<file path="src/rtl/keys_pkg.sv">
// key event types and codes used by the crop margin adjuster
// imported by the key decoder and the top level
`default_nettype none

package keys_pkg;

	typedef logic [7:0] key_data_t;             // raw key code
	typedef logic [1:0] key_type_t;             // event class

	localparam key_type_t KEY_TYPE_ADJUST = 2'd3;   // only class we act on

	//////////////////////////////////////////////////
	// key codes
	//////////////////////////////////////////////////
	localparam key_data_t KEY_CLEAR    = 8'h41; // backspace
	localparam key_data_t KEY_UP       = 8'h4C;
	localparam key_data_t KEY_DOWN     = 8'h4D;
	localparam key_data_t KEY_RIGHT    = 8'h4E;
	localparam key_data_t KEY_LEFT     = 8'h4F;
	localparam key_data_t KEY_ALT_L    = 8'h64; // press
	localparam key_data_t KEY_ALT_R    = 8'h65;
	localparam key_data_t KEY_ALT_L_UP = 8'hE4; // release
	localparam key_data_t KEY_ALT_R_UP = 8'hE5;

	// decoded key action
	typedef enum logic [2:0] {
		OP_NONE, OP_CLEAR, OP_UP, OP_DOWN,
		OP_LEFT, OP_RIGHT, OP_ALT_ON, OP_ALT_OFF
	} key_op_t;

endpackage

`default_nettype wire

</file>
<file path="src/rtl/video_pkg.sv">
// video timing types and the fixed border limits shared by the cropper blocks
// imported by every RTL module that handles counts, margins or sizes
`default_nettype none

package video_pkg;

	parameter int COUNT_W = 12;                 // width of all timing counts

	typedef logic [COUNT_W-1:0] count_t;        // counters, margins, sizes
	typedef logic [1:0]         res_t;          // source resolution code

	//////////////////////////////////////////////////
	// forced border, horizontal
	//////////////////////////////////////////////////
	localparam count_t H_FORCE_ON   = 8;        // forced hblank ends here
	localparam count_t H_FORCE_TAIL = 8;        // counts before line end

	//////////////////////////////////////////////////
	// forced border, vertical
	//////////////////////////////////////////////////
	localparam count_t V_FORCE_ON   = 1;        // forced vblank ends on this line
	localparam count_t V_FORCE_TAIL = 3;        // lines before frame end

	// soft edges fire early to line up with the registered blank
	localparam count_t H_EDGE_LEAD  = 2;
	localparam count_t V_EDGE_LEAD  = 1;

endpackage

`default_nettype wire

</file>
<file path="src/rtl/crop_adjust.sv">
// turns keyboard adjust events into the four soft crop margins
// alt held selects the right and bottom margins instead of left and top
`timescale 1ns/1ps
`default_nettype none

module crop_adjust
	import video_pkg::*;
	import keys_pkg::*;
#(
	parameter count_t H_STEP = 4,               // horizontal margin step
	parameter count_t V_STEP = 1                // vertical margin step
)(
	input  logic      clk_28,
	input  logic      arst_n,
	input  key_data_t kbd_data,
	input  key_type_t kbd_type,
	input  logic      kbd_strobe,
	output count_t    hbl_l,
	output count_t    hbl_r,
	output count_t    vbl_t,
	output count_t    vbl_b
);

	logic    adj_stb;                           // strobe of an adjust event
	logic    old_stb;
	logic    key_evt;                           // one clock per event
	logic    alt;                               // alt modifier held
	key_op_t key_op;

	assign adj_stb = kbd_strobe && (kbd_type == KEY_TYPE_ADJUST);
	assign key_evt = ~old_stb & adj_stb;        // rising edge only

	//////////////////////////////////////////////////
	// key code decode
	//////////////////////////////////////////////////
	always_comb begin
		case (kbd_data)
			KEY_CLEAR:                  key_op = OP_CLEAR;
			KEY_UP:                     key_op = OP_UP;
			KEY_DOWN:                   key_op = OP_DOWN;
			KEY_LEFT:                   key_op = OP_LEFT;
			KEY_RIGHT:                  key_op = OP_RIGHT;
			KEY_ALT_L, KEY_ALT_R:       key_op = OP_ALT_ON;
			KEY_ALT_L_UP, KEY_ALT_R_UP: key_op = OP_ALT_OFF;
			default:                    key_op = OP_NONE;
		endcase
	end

	//////////////////////////////////////////////////
	// margin registers
	//////////////////////////////////////////////////
	always_ff @(posedge clk_28 or negedge arst_n) begin
		if (!arst_n) begin
			old_stb <= 1'b0;
			alt     <= 1'b0;
			hbl_l   <= '0;
			hbl_r   <= '0;
			vbl_t   <= '0;
			vbl_b   <= '0;
		end else begin
			old_stb <= adj_stb;
			if (key_evt) begin
				case (key_op)
					OP_CLEAR: begin
						hbl_l <= '0;
						hbl_r <= '0;
						vbl_t <= '0;
						vbl_b <= '0;
					end
					OP_UP: begin
						if (alt) vbl_b <= vbl_b + V_STEP;
						else     vbl_t <= vbl_t + V_STEP;
					end
					OP_DOWN: begin
						if (alt) vbl_b <= vbl_b - V_STEP;
						else     vbl_t <= vbl_t - V_STEP;
					end
					OP_LEFT: begin
						if (alt) hbl_r <= hbl_r + H_STEP;
						else     hbl_l <= hbl_l + H_STEP;
					end
					OP_RIGHT: begin
						if (alt) hbl_r <= hbl_r - H_STEP;
						else     hbl_l <= hbl_l - H_STEP;
					end
					OP_ALT_ON:  alt <= 1'b1;
					OP_ALT_OFF: alt <= 1'b0;
					default: ;                  // unknown key, ignore
				endcase
			end
		end
	end

endmodule

`default_nettype wire

</file>
<file path="src/rtl/hblank_crop.sv">
// horizontal half of the cropper, counts clocks per line and measures the blank
// gives the combined forced and soft hblank and the active line width
`timescale 1ns/1ps
`default_nettype none

module hblank_crop
	import video_pkg::*;
(
	input  logic   clk_28,
	input  logic   arst_n,
	input  logic   hs,                          // active low
	input  logic   hblank,
	input  count_t hbl_l,
	input  count_t hbl_r,
	output logic   hbl,
	output count_t hsize
);

	logic   old_hs;
	logic   old_hblank;
	logic   shbl;                               // soft blank from margins
	logic   fhbl;                               // forced border blank
	count_t hcnt;
	count_t hend;                               // source blank falls here
	count_t hsta;                               // source blank rises here
	count_t hmax;                               // line length

	logic hs_fall;
	logic hblank_fall;
	logic hblank_rise;

	assign hs_fall     = old_hs & ~hs;
	assign hblank_fall = old_hblank & ~hblank;
	assign hblank_rise = ~old_hblank & hblank;

	assign hbl = fhbl | shbl;

	always_ff @(posedge clk_28 or negedge arst_n) begin
		if (!arst_n) begin
			old_hs     <= 1'b0;
			old_hblank <= 1'b0;
			hcnt       <= '0;
			hend       <= '0;
			hsta       <= '0;
			hmax       <= '0;
			hsize      <= '0;
			shbl       <= 1'b1;
			fhbl       <= 1'b1;
		end else begin
			old_hs     <= hs;
			old_hblank <= hblank;

			hcnt <= hcnt + 1'd1;
			if (!hs) hcnt <= '0;                 // held during sync

			// measurement
			if (hblank_fall) hend <= hcnt;
			if (hblank_rise) hsta <= hcnt;
			if (hs_fall)     hmax <= hcnt;
			if (hblank_rise) hsize <= hcnt - hend;

			// soft crop, set wins when both match
			if (hcnt == hend + hbl_l - H_EDGE_LEAD) shbl <= 1'b0;
			if (hcnt == hsta + hbl_r - H_EDGE_LEAD) shbl <= 1'b1;

			//////////////////////////////////////////////////
			// forced border at both line ends
			//////////////////////////////////////////////////
			if (hcnt == H_FORCE_ON)          fhbl <= 1'b0;
			if (hcnt == hmax - H_FORCE_TAIL) fhbl <= 1'b1;
		end
	end

endmodule

`default_nettype wire

</file>
<file path="src/rtl/screen_monitor.sv">
// builds the display enable and takes a per-frame snapshot of the crop state
// the change counter steps whenever the picture mode differs from the last frame
`timescale 1ns/1ps
`default_nettype none

module screen_monitor
	import video_pkg::*;
(
	input  logic   clk_28,
	input  logic   arst_n,
	input  logic   hbl,
	input  logic   vbl,
	input  logic   vblank,                      // source blank, frame start
	input  count_t hbl_l,
	input  count_t hbl_r,
	input  count_t vbl_t,
	input  count_t vbl_b,
	input  count_t hsize,
	input  count_t vsize,
	input  res_t   res,
	output logic   de,
	output count_t scr_hbl_l,
	output count_t scr_hbl_r,
	output count_t scr_vbl_t,
	output count_t scr_vbl_b,
	output count_t scr_hsize,
	output count_t scr_vsize,
	output res_t   scr_res,
	output logic [6:0] scr_flg
);

	logic hde;                                  // registered horizontal enable
	logic old_vblank;
	logic frame_start;
	logic mode_change;

	assign frame_start = old_vblank & ~vblank;
	assign mode_change = (scr_res != res) || (scr_hsize != hsize) || (scr_vsize != vsize);

	assign de = hde & ~vbl;

	always_ff @(posedge clk_28 or negedge arst_n) begin
		if (!arst_n) begin
			hde        <= 1'b0;
			old_vblank <= 1'b0;
			scr_hbl_l  <= '0;
			scr_hbl_r  <= '0;
			scr_vbl_t  <= '0;
			scr_vbl_b  <= '0;
			scr_hsize  <= '0;
			scr_vsize  <= '0;
			scr_res    <= '0;
			scr_flg    <= '0;
		end else begin
			hde        <= ~hbl;
			old_vblank <= vblank;
			if (frame_start) begin
				scr_hbl_l <= hbl_l;
				scr_hbl_r <= hbl_r;
				scr_vbl_t <= vbl_t;
				scr_vbl_b <= vbl_b;
				scr_hsize <= hsize;
				scr_vsize <= vsize;
				scr_res   <= res;
				if (mode_change) scr_flg <= scr_flg + 1'd1;   // wraps at 128
			end
		end
	end

endmodule

`default_nettype wire

</file>
<file path="src/rtl/vblank_crop.sv">
// vertical half of the cropper, counts lines and measures the frame blank
// blanks are only updated where the horizontal blank ends
`timescale 1ns/1ps
`default_nettype none

module vblank_crop
	import video_pkg::*;
(
	input  logic   clk_28,
	input  logic   arst_n,
	input  logic   hs,                          // active low
	input  logic   vs,                          // active low
	input  logic   vblank,
	input  logic   hbl,                         // combined horizontal blank
	input  count_t vbl_t,
	input  count_t vbl_b,
	output logic   vbl,
	output count_t vsize
);

	logic   old_hs;
	logic   old_vs;
	logic   old_vblank;
	logic   old_hbl;
	logic   svbl;                               // soft blank from margins
	logic   fvbl;                               // forced border blank
	count_t vcnt;
	count_t vend;
	count_t vsta;
	count_t vmax;                               // frame length in lines

	logic hs_fall;
	logic vs_fall;
	logic vblank_fall;
	logic vblank_rise;
	logic line_start;                           // active part of line begins

	assign hs_fall     = old_hs & ~hs;
	assign vs_fall     = old_vs & ~vs;
	assign vblank_fall = old_vblank & ~vblank;
	assign vblank_rise = ~old_vblank & vblank;
	assign line_start  = old_hbl & ~hbl;

	assign vbl = fvbl | svbl;

	always_ff @(posedge clk_28 or negedge arst_n) begin
		if (!arst_n) begin
			old_hs     <= 1'b0;
			old_vs     <= 1'b0;
			old_vblank <= 1'b0;
			old_hbl    <= 1'b0;
			vcnt       <= '0;
			vend       <= '0;
			vsta       <= '0;
			vmax       <= '0;
			vsize      <= '0;
			svbl       <= 1'b1;
			fvbl       <= 1'b1;
		end else begin
			old_hs     <= hs;
			old_vs     <= vs;
			old_vblank <= vblank;
			old_hbl    <= hbl;

			if (hs_fall) vcnt <= vcnt + 1'd1;
			if (!vs)     vcnt <= '0;             // held during vsync

			if (vblank_fall) vend <= vcnt;
			if (vblank_rise) vsta <= vcnt;
			if (vs_fall)     vmax <= vcnt;
			if (vblank_rise) vsize <= vcnt - vend;

			//////////////////////////////////////////////////
			// once per line, at the first active pixel
			//////////////////////////////////////////////////
			if (line_start) begin
				if (vcnt == vend + vbl_t - V_EDGE_LEAD) svbl <= 1'b0;
				if (vcnt == vsta + vbl_b - V_EDGE_LEAD) svbl <= 1'b1;

				if (vcnt == V_FORCE_ON)          fvbl <= 1'b0;
				if (vcnt == vmax - V_FORCE_TAIL) fvbl <= 1'b1;
			end
		end
	end

endmodule

`default_nettype wire

</file>
<file path="src/rtl/video_crop_top.sv">
// active-picture cropper placed after the video source
// wires the key decoder, the two blank parts and the screen monitor together
`timescale 1ns/1ps
`default_nettype none

module video_crop_top
	import video_pkg::*;
	import keys_pkg::*;
#(
	parameter count_t H_STEP = 4,
	parameter count_t V_STEP = 1
)(
	input  logic       clk_28,
	input  logic       arst_n,
	input  logic       hs,
	input  logic       vs,
	input  logic       hblank,
	input  logic       vblank,
	input  res_t       res,
	input  key_data_t  kbd_data,
	input  key_type_t  kbd_type,
	input  logic       kbd_strobe,
	output logic       de,
	output count_t     scr_hbl_l,
	output count_t     scr_hbl_r,
	output count_t     scr_vbl_t,
	output count_t     scr_vbl_b,
	output count_t     scr_hsize,
	output count_t     scr_vsize,
	output res_t       scr_res,
	output logic [6:0] scr_flg
);

	count_t hbl_l, hbl_r, vbl_t, vbl_b;         // live margins
	count_t hsize, vsize;                       // measured picture size
	logic   hbl, vbl;

	crop_adjust #(
		.H_STEP (H_STEP),
		.V_STEP (V_STEP)
	) crop_adjust_inst (
		.clk_28 (clk_28), .arst_n (arst_n),
		.kbd_data (kbd_data), .kbd_type (kbd_type), .kbd_strobe (kbd_strobe),
		.hbl_l (hbl_l), .hbl_r (hbl_r), .vbl_t (vbl_t), .vbl_b (vbl_b)
	);

	hblank_crop hblank_crop_inst (
		.clk_28 (clk_28), .arst_n (arst_n),
		.hs (hs), .hblank (hblank), .hbl_l (hbl_l), .hbl_r (hbl_r),
		.hbl (hbl), .hsize (hsize)
	);

	vblank_crop vblank_crop_inst (
		.clk_28 (clk_28), .arst_n (arst_n),
		.hs (hs), .vs (vs), .vblank (vblank), .hbl (hbl),
		.vbl_t (vbl_t), .vbl_b (vbl_b), .vbl (vbl), .vsize (vsize)
	);

	screen_monitor screen_monitor_inst (
		.clk_28 (clk_28), .arst_n (arst_n),
		.hbl (hbl), .vbl (vbl), .vblank (vblank),
		.hbl_l (hbl_l), .hbl_r (hbl_r), .vbl_t (vbl_t), .vbl_b (vbl_b),
		.hsize (hsize), .vsize (vsize), .res (res), .de (de),
		.scr_hbl_l (scr_hbl_l), .scr_hbl_r (scr_hbl_r),
		.scr_vbl_t (scr_vbl_t), .scr_vbl_b (scr_vbl_b),
		.scr_hsize (scr_hsize), .scr_vsize (scr_vsize),
		.scr_res (scr_res), .scr_flg (scr_flg)
	);

endmodule

`default_nettype wire

</file>
<file path="config.mk">
export PLATFORM = sky130hd
export DESIGN_NAME = video_crop_top
export DESIGN_NICKNAME = d
export VERILOG_FILES = /design/src/rtl/keys_pkg.sv /design/src/rtl/video_pkg.sv /design/src/rtl/crop_adjust.sv /design/src/rtl/hblank_crop.sv /design/src/rtl/screen_monitor.sv /design/src/rtl/vblank_crop.sv /design/src/rtl/video_crop_top.sv
export SDC_FILE = /design/constraint.sdc
export NUM_CORES = 1
export LEC_CHECK = 0
export BUFFER_PORTS_ARGS = -buffer_cell sky130_fd_sc_hd__clkbuf_2
export CORE_MARGIN = 2
export CORE_UTILIZATION = 55
export CTS_CLUSTER_DIAMETER = 40
export DETAILED_ROUTE_END_ITERATION = 6
export PLACE_DENSITY = 0.79
export SYNTH_ARGS = -nofsm -noshare
export SYNTH_HDL_FRONTEND = slang
export SYNTH_SLANG_ARGS = --single-unit
</file>
<file path="constraint.sdc">
create_clock -name clk_28 -period 3.8 [get_ports clk_28]
set_input_delay 0.76 -clock clk_28 [delete_from_list [all_inputs] [get_ports clk_28]]
set_output_delay 0.76 -clock clk_28 [all_outputs]
set_load 0.1 [all_outputs]
</file>
==> impl_metrics.env, run 1 <==
export IMPL_slew_limit_headroom_pct=33.59
export IMPL_io_pins=101
export IMPL_crit_path_start_kind="input port"
export IMPL_core_um2=29720
export IMPL_grt_pass1_vias=13390
export IMPL_drive_gt1_share_pct=16.11
export IMPL_placed_area_um2=17670
export IMPL_setup_slack_ns=0.5674
export IMPL_synthTopCellsByCount="dfrtp_1 (249), inv_1 (202), nand2_1 (180), ha_1 (143), xnor2_1 (131)"
export IMPL_rows=63
export IMPL_numCtsBuffers=40
export IMPL_die_x_um=177.8
export IMPL_status="finished, final reports clean"
export IMPL_via_per_inst=5.659
export IMPL_cts_max_path_buffers=3
export IMPL_period_share_pct=85.07
export IMPL_min_path_type="in -> async"
export IMPL_synth_most_common_cell="dfrtp_1"
export IMPL_pwr_share_comb_pct=23.1
export IMPL_gp_congestion=0.8674
export IMPL_ys_ff_latch=253
export IMPL_busiest_layer="met2"
export IMPL_syn2layout_area_growth_pct=14.67
export IMPL_clock_sinks=253
export IMPL_stdcell_count=2320
export IMPL_p_int_uw=5790
export IMPL_antenna_found_initial=0
export IMPL_max_cap_violations=0
export IMPL_post_place_ws_ns=0.05011
export IMPL_powerDensity_nw_per_um2=469.0
export IMPL_cts_tree="yes"
export IMPL_rsz0062_at_grt="no"
export IMPL_grt_usage_pct=25.19
export IMPL_cts_resized=0
export IMPL_clock_latency_ns=0.53
export IMPL_cts_htree_levels=2
export IMPL_p_clk_share_pct=41.8
export IMPL_syn_area_per_cell_um2=9.253
export IMPL_drtIter0Drc=794
export IMPL_num_antenna_cells=0
export IMPL_post_route_min_period_ns=3.233
export IMPL_dp_hpwl_mm=27.94
export IMPL_met1_usage_pct=30.25
export IMPL_ff2ff_path_depth=12
export IMPL_die_y_um=177.8
export IMPL_sw_frac_of_total_pct=35.18
export IMPL_cp_data_arrival_time_ns=3.69
export IMPL_postLayoutCoreUtil_pct=64.09
export IMPL_end_kind="register"
export IMPL_grt_pass1_wl_mm=64.18
export IMPL_ys_warn_count=0
export IMPL_drt_pass1_iterations=6
export IMPL_synthArstFlopShare_pct=100.0
export IMPL_p_sw_uw=3143
export IMPL_fmax_mhz=309.3
export IMPL_clockRootBuffer="clkbuf_16"
export IMPL_fin_skew_ns=0.01563
export IMPL_worst_pin_slew_ns=0.9711
export IMPL_drc=0
export IMPL_r2r_setup_slack_ns=0.62
export IMPL_cts_clk_slew_worst_paths_ns=0.06
export IMPL_synth_yosys_seq_area_share_pct=38.15
export IMPL_power_leakage_uw=0.009073
export IMPL_via_count=13128
export IMPL_crit_fanout=7
export IMPL_fillers=2352
export IMPL_netlist_top_cells_area="dfrtp_1 (38%), ha_1 (11%), xnor2_1 (6.9%)"
export IMPL_hold_viol=0
export IMPL_synth_top_area_share_pct=37.51
export IMPL_synthCells=1795
export IMPL_finalSetupViolCount=0
export IMPL_critPathKind="in -> reg"
export IMPL_required_ns=4.26
export IMPL_fin_area_um2=19050
export IMPL_synth_cell_types=69
export IMPL_tns_ns=0
export IMPL_netlist_area_um2=16610
export IMPL_cts_hold_fix_buffers=0
export IMPL_start_util_pct=55.89
export IMPL_gr_total_overflow=0
export IMPL_gr_usage_met2_pct=45.06
export IMPL_ant_nets=0
export IMPL_use_met3_pct=3.149
export IMPL_p_seq_share_pct=35.0
export IMPL_synth_top_cell_by_area="dfrtp_1"
export IMPL_wirelength_mm=38.83
export IMPL_finalNetCount=2071
export IMPL_grt_max_degree=95
export IMPL_reg2reg_to="vblank_crop_inst.svbl"
export IMPL_final_max_slew_viol_count=0
export IMPL_die_area_um2=31610
export IMPL_synth_ff_type="dfrtp_1"
export IMPL_ir_worst_vdd_v=0.0003607
export IMPL_io_buffer_count=96
export IMPL_timing_rr_start="crop_adjust_inst.vbl_t[1]"
export IMPL_dpl_cell_count=2247
export IMPL_synth_enable_flop_cells=0
export IMPL_cts_setup_buffers=0
export IMPL_routedWlPerCell_um=16.74
==> cell type report <==
class	instances	area [um^2]	area share, %
Clock buffer	45	1050	5.511
Clock inverter	28	324.1	1.701
Inverter	202	762.0	4.001
Multi-Input combinational cell	1275	9339	49.03
Sequential cell	253	6336	33.27
Tap cell	390	488.0	2.562
Timing Repair Buffer	127	748.2	3.928
==> sequential cells by signal, summed over array words and instances, names as in the netlist, 10 cells and up <==
register	cells
hblank_crop_inst.hcnt	12
screen_monitor_inst.scr_vbl_b	12
vblank_crop_inst.vmax	12
hblank_crop_inst.hsize	12
screen_monitor_inst.scr_vbl_t	12
crop_adjust_inst.hbl_r	10
vblank_crop_inst.vcnt	12
vblank_crop_inst.vend	12
screen_monitor_inst.scr_hbl_r	10
hblank_crop_inst.hmax	12
screen_monitor_inst.scr_hsize	12
crop_adjust_inst.hbl_l	10
crop_adjust_inst.vbl_t	12
screen_monitor_inst.scr_vsize	12
screen_monitor_inst.scr_hbl_l	10
crop_adjust_inst.vbl_b	12
hblank_crop_inst.hsta	12
vblank_crop_inst.vsize	12
hblank_crop_inst.hend	12
vblank_crop_inst.vsta	12
==> power by group through the flow <==
| stage | logic, uW | registers (uW) | clock network [uW] |
|---|---|---|---|
| floorplan | 808 | 3990 | 0 |
| CTS | 2080 | 3130 | 3780 |
| finish | 2070 | 3130 | 3740 |
| global route | 2200 | 3160 | 3910 |
| detailed placement | 2060 | 3180 | 0 |
| global placement | 2020 | 3170 | 0 |
==> stage by stage <==
stage	hold WS (ns)	total power, uW
floorplan	0.4498	4801
global placement	0.4551	5185
CTS	0.2726	8990
detailed placement	0.4699	5239
finish	0.2023	8934
global route	0.3097	9273
==> worst max-delay path, stage by stage <==
cell        delay [ns]
clkbuf_2          0.11
or4b_1            0.58
nor3_4            0.17
nand3_2           0.13
clkinvlp_4        0.26
ha_4              0.19
o21ai_0           0.12
o21ai_1           0.15
or3b_2            0.47
and3_1            0.17
a2111oi_0         0.39
nor2_1            0.09
nand2_1           0.08
==> routing by layer <==
| metal | vias up | wire, um |
|---|---|---|
| li1 | 6357 | - |
| met1 | 6336 | 16260 |
| met2 | 323 | 19390 |
| met3 | 112 | 1616 |
| met4 | 0 | 1563 |
| met5 | - | 0 |
==> cell usage in the layout, fill, tap and decap left out, types with 45 or more instances in the layout <==
| cell type | netlist | layout |
|---|---|---|
| nor2_1 | 73 | 73 |
| inv_1 | 202 | 200 |
| xnor2_1 | 131 | 131 |
| ha_1 | 143 | 139 |
| o21ai_0 | 125 | 124 |
| clkbuf_2 | 0 | 95 |
| mux2_2 | 77 | 77 |
| nand2_1 | 180 | 180 |
| dfrtp_1 | 249 | 249 |
| a21oi_1 | 53 | 53 |
| nor3_1 | 46 | 45 |
| nand3_1 | 60 | 59 |
| xor2_1 | 74 | 74 |
==> worst max path at each step <==
stage	start	to	slack, ns
2_1_floorplan	kbd_data[4]	crop_adjust_inst.vbl_t[11]	0.02
3_3_place_gp	kbd_data[5]	crop_adjust_inst.vbl_t[11]	0.07
3_5_place_dp	kbd_data[5]	crop_adjust_inst.vbl_b[10]	0.05
4_1_cts	kbd_data[5]	crop_adjust_inst.vbl_b[10]	0.57
5_1_grt	kbd_data[5]	crop_adjust_inst.vbl_t[11]	0.38
6_report	kbd_data[5]	crop_adjust_inst.vbl_t[11]	0.57
==> kinds of logic (layout without fill, tap and decap cells) <==
kind of cell             after synthesis  count (layout)  synth area share [%]
AO/OA/AOI/OAI                        323             323                 12.30
AND/OR/NAND/NOR                      506             506                 14.98
buffers and inverters                271             402                 6.215
multiplexers                          82              82                 5.522
flip-flops                           253             253                 38.15
XOR/XNOR                             205             205                 10.81
adder cells (fa/ha/maj)              153             153                 11.98
other                                  2               6               0.04521
Note: power is estimated with default switching activity, not from simulation.
==> inputs of run 2 (changes only) <==
--- a/config.mk
+++ b/config.mk
@@ -5,6 +5,7 @@
 export SDC_FILE = /design/constraint.sdc
 export NUM_CORES = 1
 export LEC_CHECK = 0
+export ABC_AREA = 1
 export BUFFER_PORTS_ARGS = -buffer_cell sky130_fd_sc_hd__clkbuf_2
 export CORE_MARGIN = 2
 export CORE_UTILIZATION = 55
==> constraint.sdc (replaced) <==
create_clock -name clk_28 -period 3.7 [get_ports clk_28]
set_input_delay 0.74 -clock clk_28 [delete_from_list [all_inputs] [get_ports clk_28]]
set_output_delay 0.74 -clock clk_28 [all_outputs]
set_load 0.1 [all_outputs]
==> impl_metrics.env, run 2 <==
export IMPL_via_count=15350
export IMPL_worst_pin_slew_ns=0.8214
export IMPL_io_pins=101
export IMPL_crit_path_start_kind="input port"
export IMPL_synth_enable_flop_cells=0
export IMPL_required_ns=4.12
export IMPL_post_route_min_period_ns=3.036
export IMPL_rows=65
export IMPL_ys_ff_latch=253
export IMPL_ir_worst_vdd_v=0.0003327
export IMPL_max_stage_delay_ns=0.50
export IMPL_clockRootBuffer="clkbuf_16"
export IMPL_pwr_share_comb_pct=24.5
export IMPL_synth_cell_types=54
export IMPL_power_leakage_uw=0.01038
export IMPL_drtIter0Drc=900
export IMPL_ys_warn_count=0
export IMPL_final_max_slew_viol_count=0
export IMPL_final_common_cell="nand2_1"
export IMPL_wirelength_mm=42.54
export IMPL_synthCells=2355
export IMPL_gr_total_overflow=0
export IMPL_grt_pass1_wl_mm=71.57
export IMPL_syn2layout_area_growth_pct=13.01
export IMPL_synth_top_family_by_area="simple AND/OR/NAND/NOR gates"
export IMPL_p_seq_share_pct=34.1
export IMPL_cts_max_path_buffers=3
export IMPL_num_antenna_cells=0
export IMPL_synth_fa_ha_area_share_pct=11.39
export IMPL_netlist_top_cells_area="dfrtp_1 (36%), nand2_1 (13%), ha_1 (10%)"
export IMPL_clock_latency_ns=0.55
export IMPL_die_x_um=182.2
export IMPL_synth_top_cell_by_area="dfrtp_1"
export IMPL_synth_top_area_share_pct=35.66
export IMPL_synthMuxAreaShare_pct=0.05729
export IMPL_dp_hpwl_mm=31.74
export IMPL_rsz0062_at_grt="no"
export IMPL_p_sw_uw=3394
export IMPL_p_int_uw=6032
export IMPL_tns_ns=0
export IMPL_path_cells="clkbuf_2, nor2_1, nand2_2, inv_2, nand3b_1, nand2_1, nor2_1, inv_1, nand2_1, inv_1, ha_1, a21oi_1, o21ai_0, or2_2, nand3_1, o21ai_2"
export IMPL_status="finished, final reports clean"
export IMPL_drc=0
export IMPL_cts_htree_levels=2
export IMPL_grt_usage_pct=26.25
export IMPL_powerDensity_nw_per_um2=477.3
export IMPL_cts_tree="yes"
export IMPL_antenna_found_initial=0
export IMPL_synth_yosys_seq_area_share_pct=36.26
export IMPL_slew_limit_headroom_pct=45.24
export IMPL_hold_viol=0
export IMPL_io_buffer_count=96
export IMPL_critPathKind="in -> reg"
export IMPL_max_cap_violations=0
export IMPL_numCtsBuffers=43
export IMPL_synthXorXnorAreaFrac_pct=6.194
export IMPL_grt_max_degree=91
export IMPL_fmax_mhz=329.4
export IMPL_hold_ws_ns=0.1553
export IMPL_crit_family="simple AND/OR/NAND/NOR gates"
export IMPL_period_share_pct=82.05
export IMPL_die_y_um=182.2
export IMPL_drt_pass1_iterations=5
export IMPL_end_kind="register"
export IMPL_cts_resized=0
export IMPL_cp_slowest_cell="inv_1"
export IMPL_final_cell_mix="nand2_1 (624), inv_1 (372), dfrtp_1 (249), o21ai_0 (199), ha_1 (143)"
export IMPL_min_path_type="in -> async"
export IMPL_cts_setup_buffers=0
export IMPL_synth_ff_type="dfrtp_1"
export IMPL_finalSetupViolCount=0
export IMPL_cp_data_arrival_time_ns=3.46
export IMPL_routedWlPerCell_um=14.76
export IMPL_ant_nets=0
export IMPL_grt_pass1_vias=15057
export IMPL_synth_compound_area_share_pct=11.42
export IMPL_gp_congestion=0.8987
export IMPL_via_per_inst=5.326
export IMPL_r2r_setup_slack_ns=1.07
export IMPL_fin_skew_ns=0.01540
export IMPL_synth_most_common_cell="nand2_1"
export IMPL_cts_clk_slew_worst_paths_ns=0.05
export IMPL_synth_simple_area_share_pct=24.69
export IMPL_clock_sinks=253
export IMPL_netlist_area_um2=17470
export IMPL_start_util_pct=55.66
export IMPL_p_clk_share_pct=41.4
export IMPL_finalNetCount=2621
export IMPL_crit_fanout=16
export IMPL_syn_area_per_cell_um2=7.420
export IMPL_drive_gt1_share_pct=10.16
export IMPL_core_um2=31390
export IMPL_worst_path_buf_inv=4
export IMPL_cts_hold_fix_buffers=0
export IMPL_synthTopCellsByCount="nand2_1 (624), inv_1 (372), dfrtp_1 (249), o21ai_0 (199), ha_1 (143)"
export IMPL_sw_frac_of_total_pct=36.00
export IMPL_die_area_um2=33210
export IMPL_synthArstFlopShare_pct=100.0
==> run 2: cell count changes in the layout (fill, tap and decap cells not counted), sizes merged, moves of 23 or more <==
cell   before  now
mux2       77    0
nand4      13   36
nor3       46   23
inv       210  392
a21oi      53   93
xnor2     131   64
nand2     180  630
nor2       73  135
nand3      60  140
o21ai     127  223
==> run 2: area by class of cell <==
class	instances	area, um^2
repair buffers	107	610.6
multi-input cells	1658	9417
clock buffers	53	1185
inverters	386	1455
clock inverters	23	240.2
well taps	402	503.0
flip-flops and latches	253	6336
fillers	2740	11650
==> run 2: worst paths after layout <==
| check | from | to | depth (start not counted) |
|---|---|---|---|
| hold reg to reg | hblank_crop_inst.fhbl | hblank_crop_inst.fhbl | 2 |
| setup reg to reg | crop_adjust_inst.vbl_t[0] | vblank_crop_inst.svbl | 15 |
| max in group asynchronous | arst_n | hblank_crop_inst.shbl | 2 |
| hold / removal | arst_n | screen_monitor_inst.scr_vbl_b[3] | 1 |
| min in group clk_28 | hblank | hblank_crop_inst.old_hblank | 1 |
| setup / recovery | kbd_data[5] | crop_adjust_inst.hbl_l[5] | 16 |
==> run 2: per-layer routing <==
| metal | vias to the layer above | share of wire [%] | global-route usage, % |
|---|---|---|---|
| li1 | 7715 | - | - |
| met1 | 7228 | 42 | 32.34 |
| met2 | 310 | 51 | 47.16 |
| met3 | 97 | 4.0 | 3.712 |
| met4 | 0 | 3.0 | 9.065 |
| met5 | - | 0 | 0 |
==> run 2: through the flow <==
stage                     utilization (%)  std cells  setup WS [ns]  power [uW]  instance area, um^2
final                               62.90       2882         0.6640        9426                19750
after floorplan                         -       2359         0.5732        5080                17490
after CTS                           62.90       2882         0.7285        9485                19750
after global placement              58.36       2806         0.3402        5505                18320
after detailed placement            58.36       2806         0.1705        5563                18320
after global routing                62.90       2882         0.5159        9876                19750
==> run 2: power groups by stage <==
stage | Sequential [uW] | Clock, uW | Combinational (uW)
floorplan | 4020 | 0 | 1060
global placement | 3250 | 0 | 2260
detailed placement | 3260 | 0 | 2310
CTS | 3210 | 3960 | 2320
global route | 3250 | 4090 | 2540
finish | 3220 | 3900 | 2310
==> run 2: cell families (layout without fill, tap and decap cells) <==
family / Yosys count / count (layout)
XOR/XNOR: 122 / 122
flip-flops: 253 / 253
buffers and inverters: 448 / 569
multiplexers: 1 / 1
AND/OR/NAND/NOR: 1007 / 1007
AO/OA/AOI/OAI: 369 / 369
adder cells (fa/ha/maj): 153 / 153
other: 2 / 6
==> inputs of run 3 (changes only) <==
--- a/config.mk
+++ b/config.mk
@@ -11,7 +11,7 @@
 export CORE_UTILIZATION = 55
 export CTS_CLUSTER_DIAMETER = 40
 export DETAILED_ROUTE_END_ITERATION = 6
-export PLACE_DENSITY = 0.79
+export PLACE_DENSITY = 0.82
 export SYNTH_ARGS = -nofsm -noshare
 export SYNTH_HDL_FRONTEND = slang
 export SYNTH_SLANG_ARGS = --single-unit
==> constraint.sdc (replaced) <==
create_clock -name clk_28 -period 2.6 [get_ports clk_28]
set_input_delay 0.52 -clock clk_28 [delete_from_list [all_inputs] [get_ports clk_28]]
set_output_delay 0.52 -clock clk_28 [all_outputs]
set_load 0.1 [all_outputs]
==> impl_metrics.env, run 3 (synthesis gave the netlist of run 2 again) <==
export IMPL_powerDensity_nw_per_um2=659.9
export IMPL_p_seq_share_pct=33.7
export IMPL_required_ns=3.07
export IMPL_clock_sinks=253
export IMPL_grt_usage_pct=27.30
export IMPL_finalNetCount=2721
export IMPL_grt_pass1_vias=15806
export IMPL_period_share_pct=93.83
export IMPL_clockRootBuffer="clkbuf_16"
export IMPL_fin_skew_ns=0.01182
export IMPL_clock_latency_ns=0.54
export IMPL_drive_gt1_share_pct=14.62
export IMPL_wirelength_mm=44.48
export IMPL_final_common_cell="nand2_1"
export IMPL_min_path_type="in -> reg"
export IMPL_gp_congestion=0.9187
export IMPL_via_per_inst=5.330
export IMPL_gr_total_overflow=0
export IMPL_fmax_mhz=409.9
export IMPL_drtIter0Drc=1079
export IMPL_rsz0062_at_grt="yes"
export IMPL_die_area_um2=33210
export IMPL_tns_ns=0
export IMPL_max_cap_violations=0
export IMPL_cts_max_path_buffers=3
export IMPL_cts_htree_levels=2
export IMPL_final_cell_mix="nand2_1 (621), inv_1 (368), dfrtp_1 (249), o21ai_0 (196), ha_1 (139)"
export IMPL_grt_max_degree=91
export IMPL_postLayoutCoreUtil_pct=65.67
export IMPL_sw_frac_of_total_pct=35.40
export IMPL_ant_nets=0
export IMPL_crit_fanout=3
export IMPL_multi_input_area_um2=9500
export IMPL_setup_slack_ns=0.1604
export IMPL_io_pins=101
export IMPL_via_count=15890
export IMPL_start_util_pct=55.66
export IMPL_critPathKind="reg -> reg"
export IMPL_drt_pass1_iterations=5
export IMPL_rows=65
export IMPL_fillers=2583
export IMPL_ir_worst_vdd_v=0.0005614
export IMPL_numCtsBuffers=41
export IMPL_ff_latch_area_um2=6336
export IMPL_core_um2=31390
export IMPL_slew_limit_headroom_pct=43.77
export IMPL_p_int_uw=8788
export IMPL_crit_path_start_kind="register"
export IMPL_post_place_ws_ns=-0.4032
export IMPL_cts_clk_slew_worst_paths_ns=0.05
export IMPL_die_y_um=182.2
export IMPL_final_max_slew_viol_count=0
export IMPL_die_x_um=182.2
export IMPL_power_leakage_uw=0.01087
export IMPL_io_buffer_count=96
export IMPL_grt_pass1_wl_mm=74.53
export IMPL_worst_pin_slew_ns=0.8435
export IMPL_status="finished, final reports clean"
export IMPL_end_kind="register"
export IMPL_drc=0
export IMPL_finalSetupViolCount=0
export IMPL_antenna_found_initial=0
export IMPL_p_sw_uw=4816
export IMPL_cts_tree="yes"
export IMPL_p_clk_share_pct=41.5
export IMPL_num_antenna_cells=0
export IMPL_routedWlPerCell_um=14.92
export IMPL_pwr_share_comb_pct=24.8
export IMPL_dp_hpwl_mm=32.89
export IMPL_syn2layout_area_growth_pct=17.99
export IMPL_hold_viol=0
export IMPL_cp_data_arrival_time_ns=2.91
export IMPL_post_route_min_period_ns=2.440
run 3: changes by cell type in the layout (fill, tap and decap cells not counted), moves of 4 or more:
cell       previous run  this run
buf_4                 8       107
bufinv_16             2         6
clkinv_2              3         7
ha_1                143       139
inv_1               372       368
run 3: power groups by stage:
stage	sequential (uW)	clock (uW)	combinational, uW
global placement	4630	0	3270
finish	4580	5640	3380
global route	4620	5890	3710
CTS	4580	5720	3370
floorplan	5730	0	1500
detailed placement	4640	0	3340
run 3: per-layer routing:
layer	vias to the layer above	wire length, um	GRT usage [%]
li1	7915	-	-
met1	7470	18610	33.59
met2	393	22130	48.40
met3	112	2225	4.071
met4	0	1516	10.61
met5	-	0	0
run 3: critical path, stage by stage, from the launching register on:
cell and delay [ns]:
dfrtp_1 0.39, inv_2 0.08, ha_1 0.28, inv_1 0.04, ha_1 0.22, fa_2 0.54
xnor2_1 0.11, nand2_1 0.06, nor2_1 0.09, nand3_1 0.07, nor2_1 0.09, nand2_1 0.07
nor2_2 0.11, nand3_2 0.11, nand2_1 0.07, nand2_1 0.05
run 3: layout make-up:
class	count	share of cell area, %
multi-input cells	1658	46.08
inverters	386	7.095
well taps	402	2.440
clock buffers	46	5.262
repair inverters	1	0.03641
flip-flops and latches	253	30.73
clock inverters	27	1.639
repair buffers	208	6.712
run 3: worst paths after layout:
path	slack (ns)	from	depth (start not counted)	end
max	0.16	vblank_crop_inst.vend[1]	15	vblank_crop_inst.svbl
min	0.11	hblank	1	hblank_crop_inst.old_hblank
max reg2reg	0.16	vblank_crop_inst.vend[1]	15	vblank_crop_inst.svbl
min reg2reg	0.47	vblank_crop_inst.svbl	2	vblank_crop_inst.svbl
max in group asynchronous	1.48	arst_n	3	hblank_crop_inst.shbl
min in group asynchronous	0.42	arst_n	2	screen_monitor_inst.scr_vbl_b[8]
run 3: through the flow:
step	total power (uW)	cell area, um^2	hold WS, ns	instances
global placement	7895	19100	0.3781	2905
global route	14230	20620	0.1004	2981
floorplan	7229	17510	0.2244	2359
finish	13600	20620	0.1102	2981
detailed placement	7980	19100	0.3801	2905
CTS	13670	20530	0.09472	2979
run 3: repair_timing:
item | 4_1_cts | 5_1_grt
endpoints found under the setup margin | 0 | 17
setup buffers | 0 | 1
gates resized for setup | 0 | 23
endpoints found under the hold margin | 20 | 0
hold buffers | 1 | 0
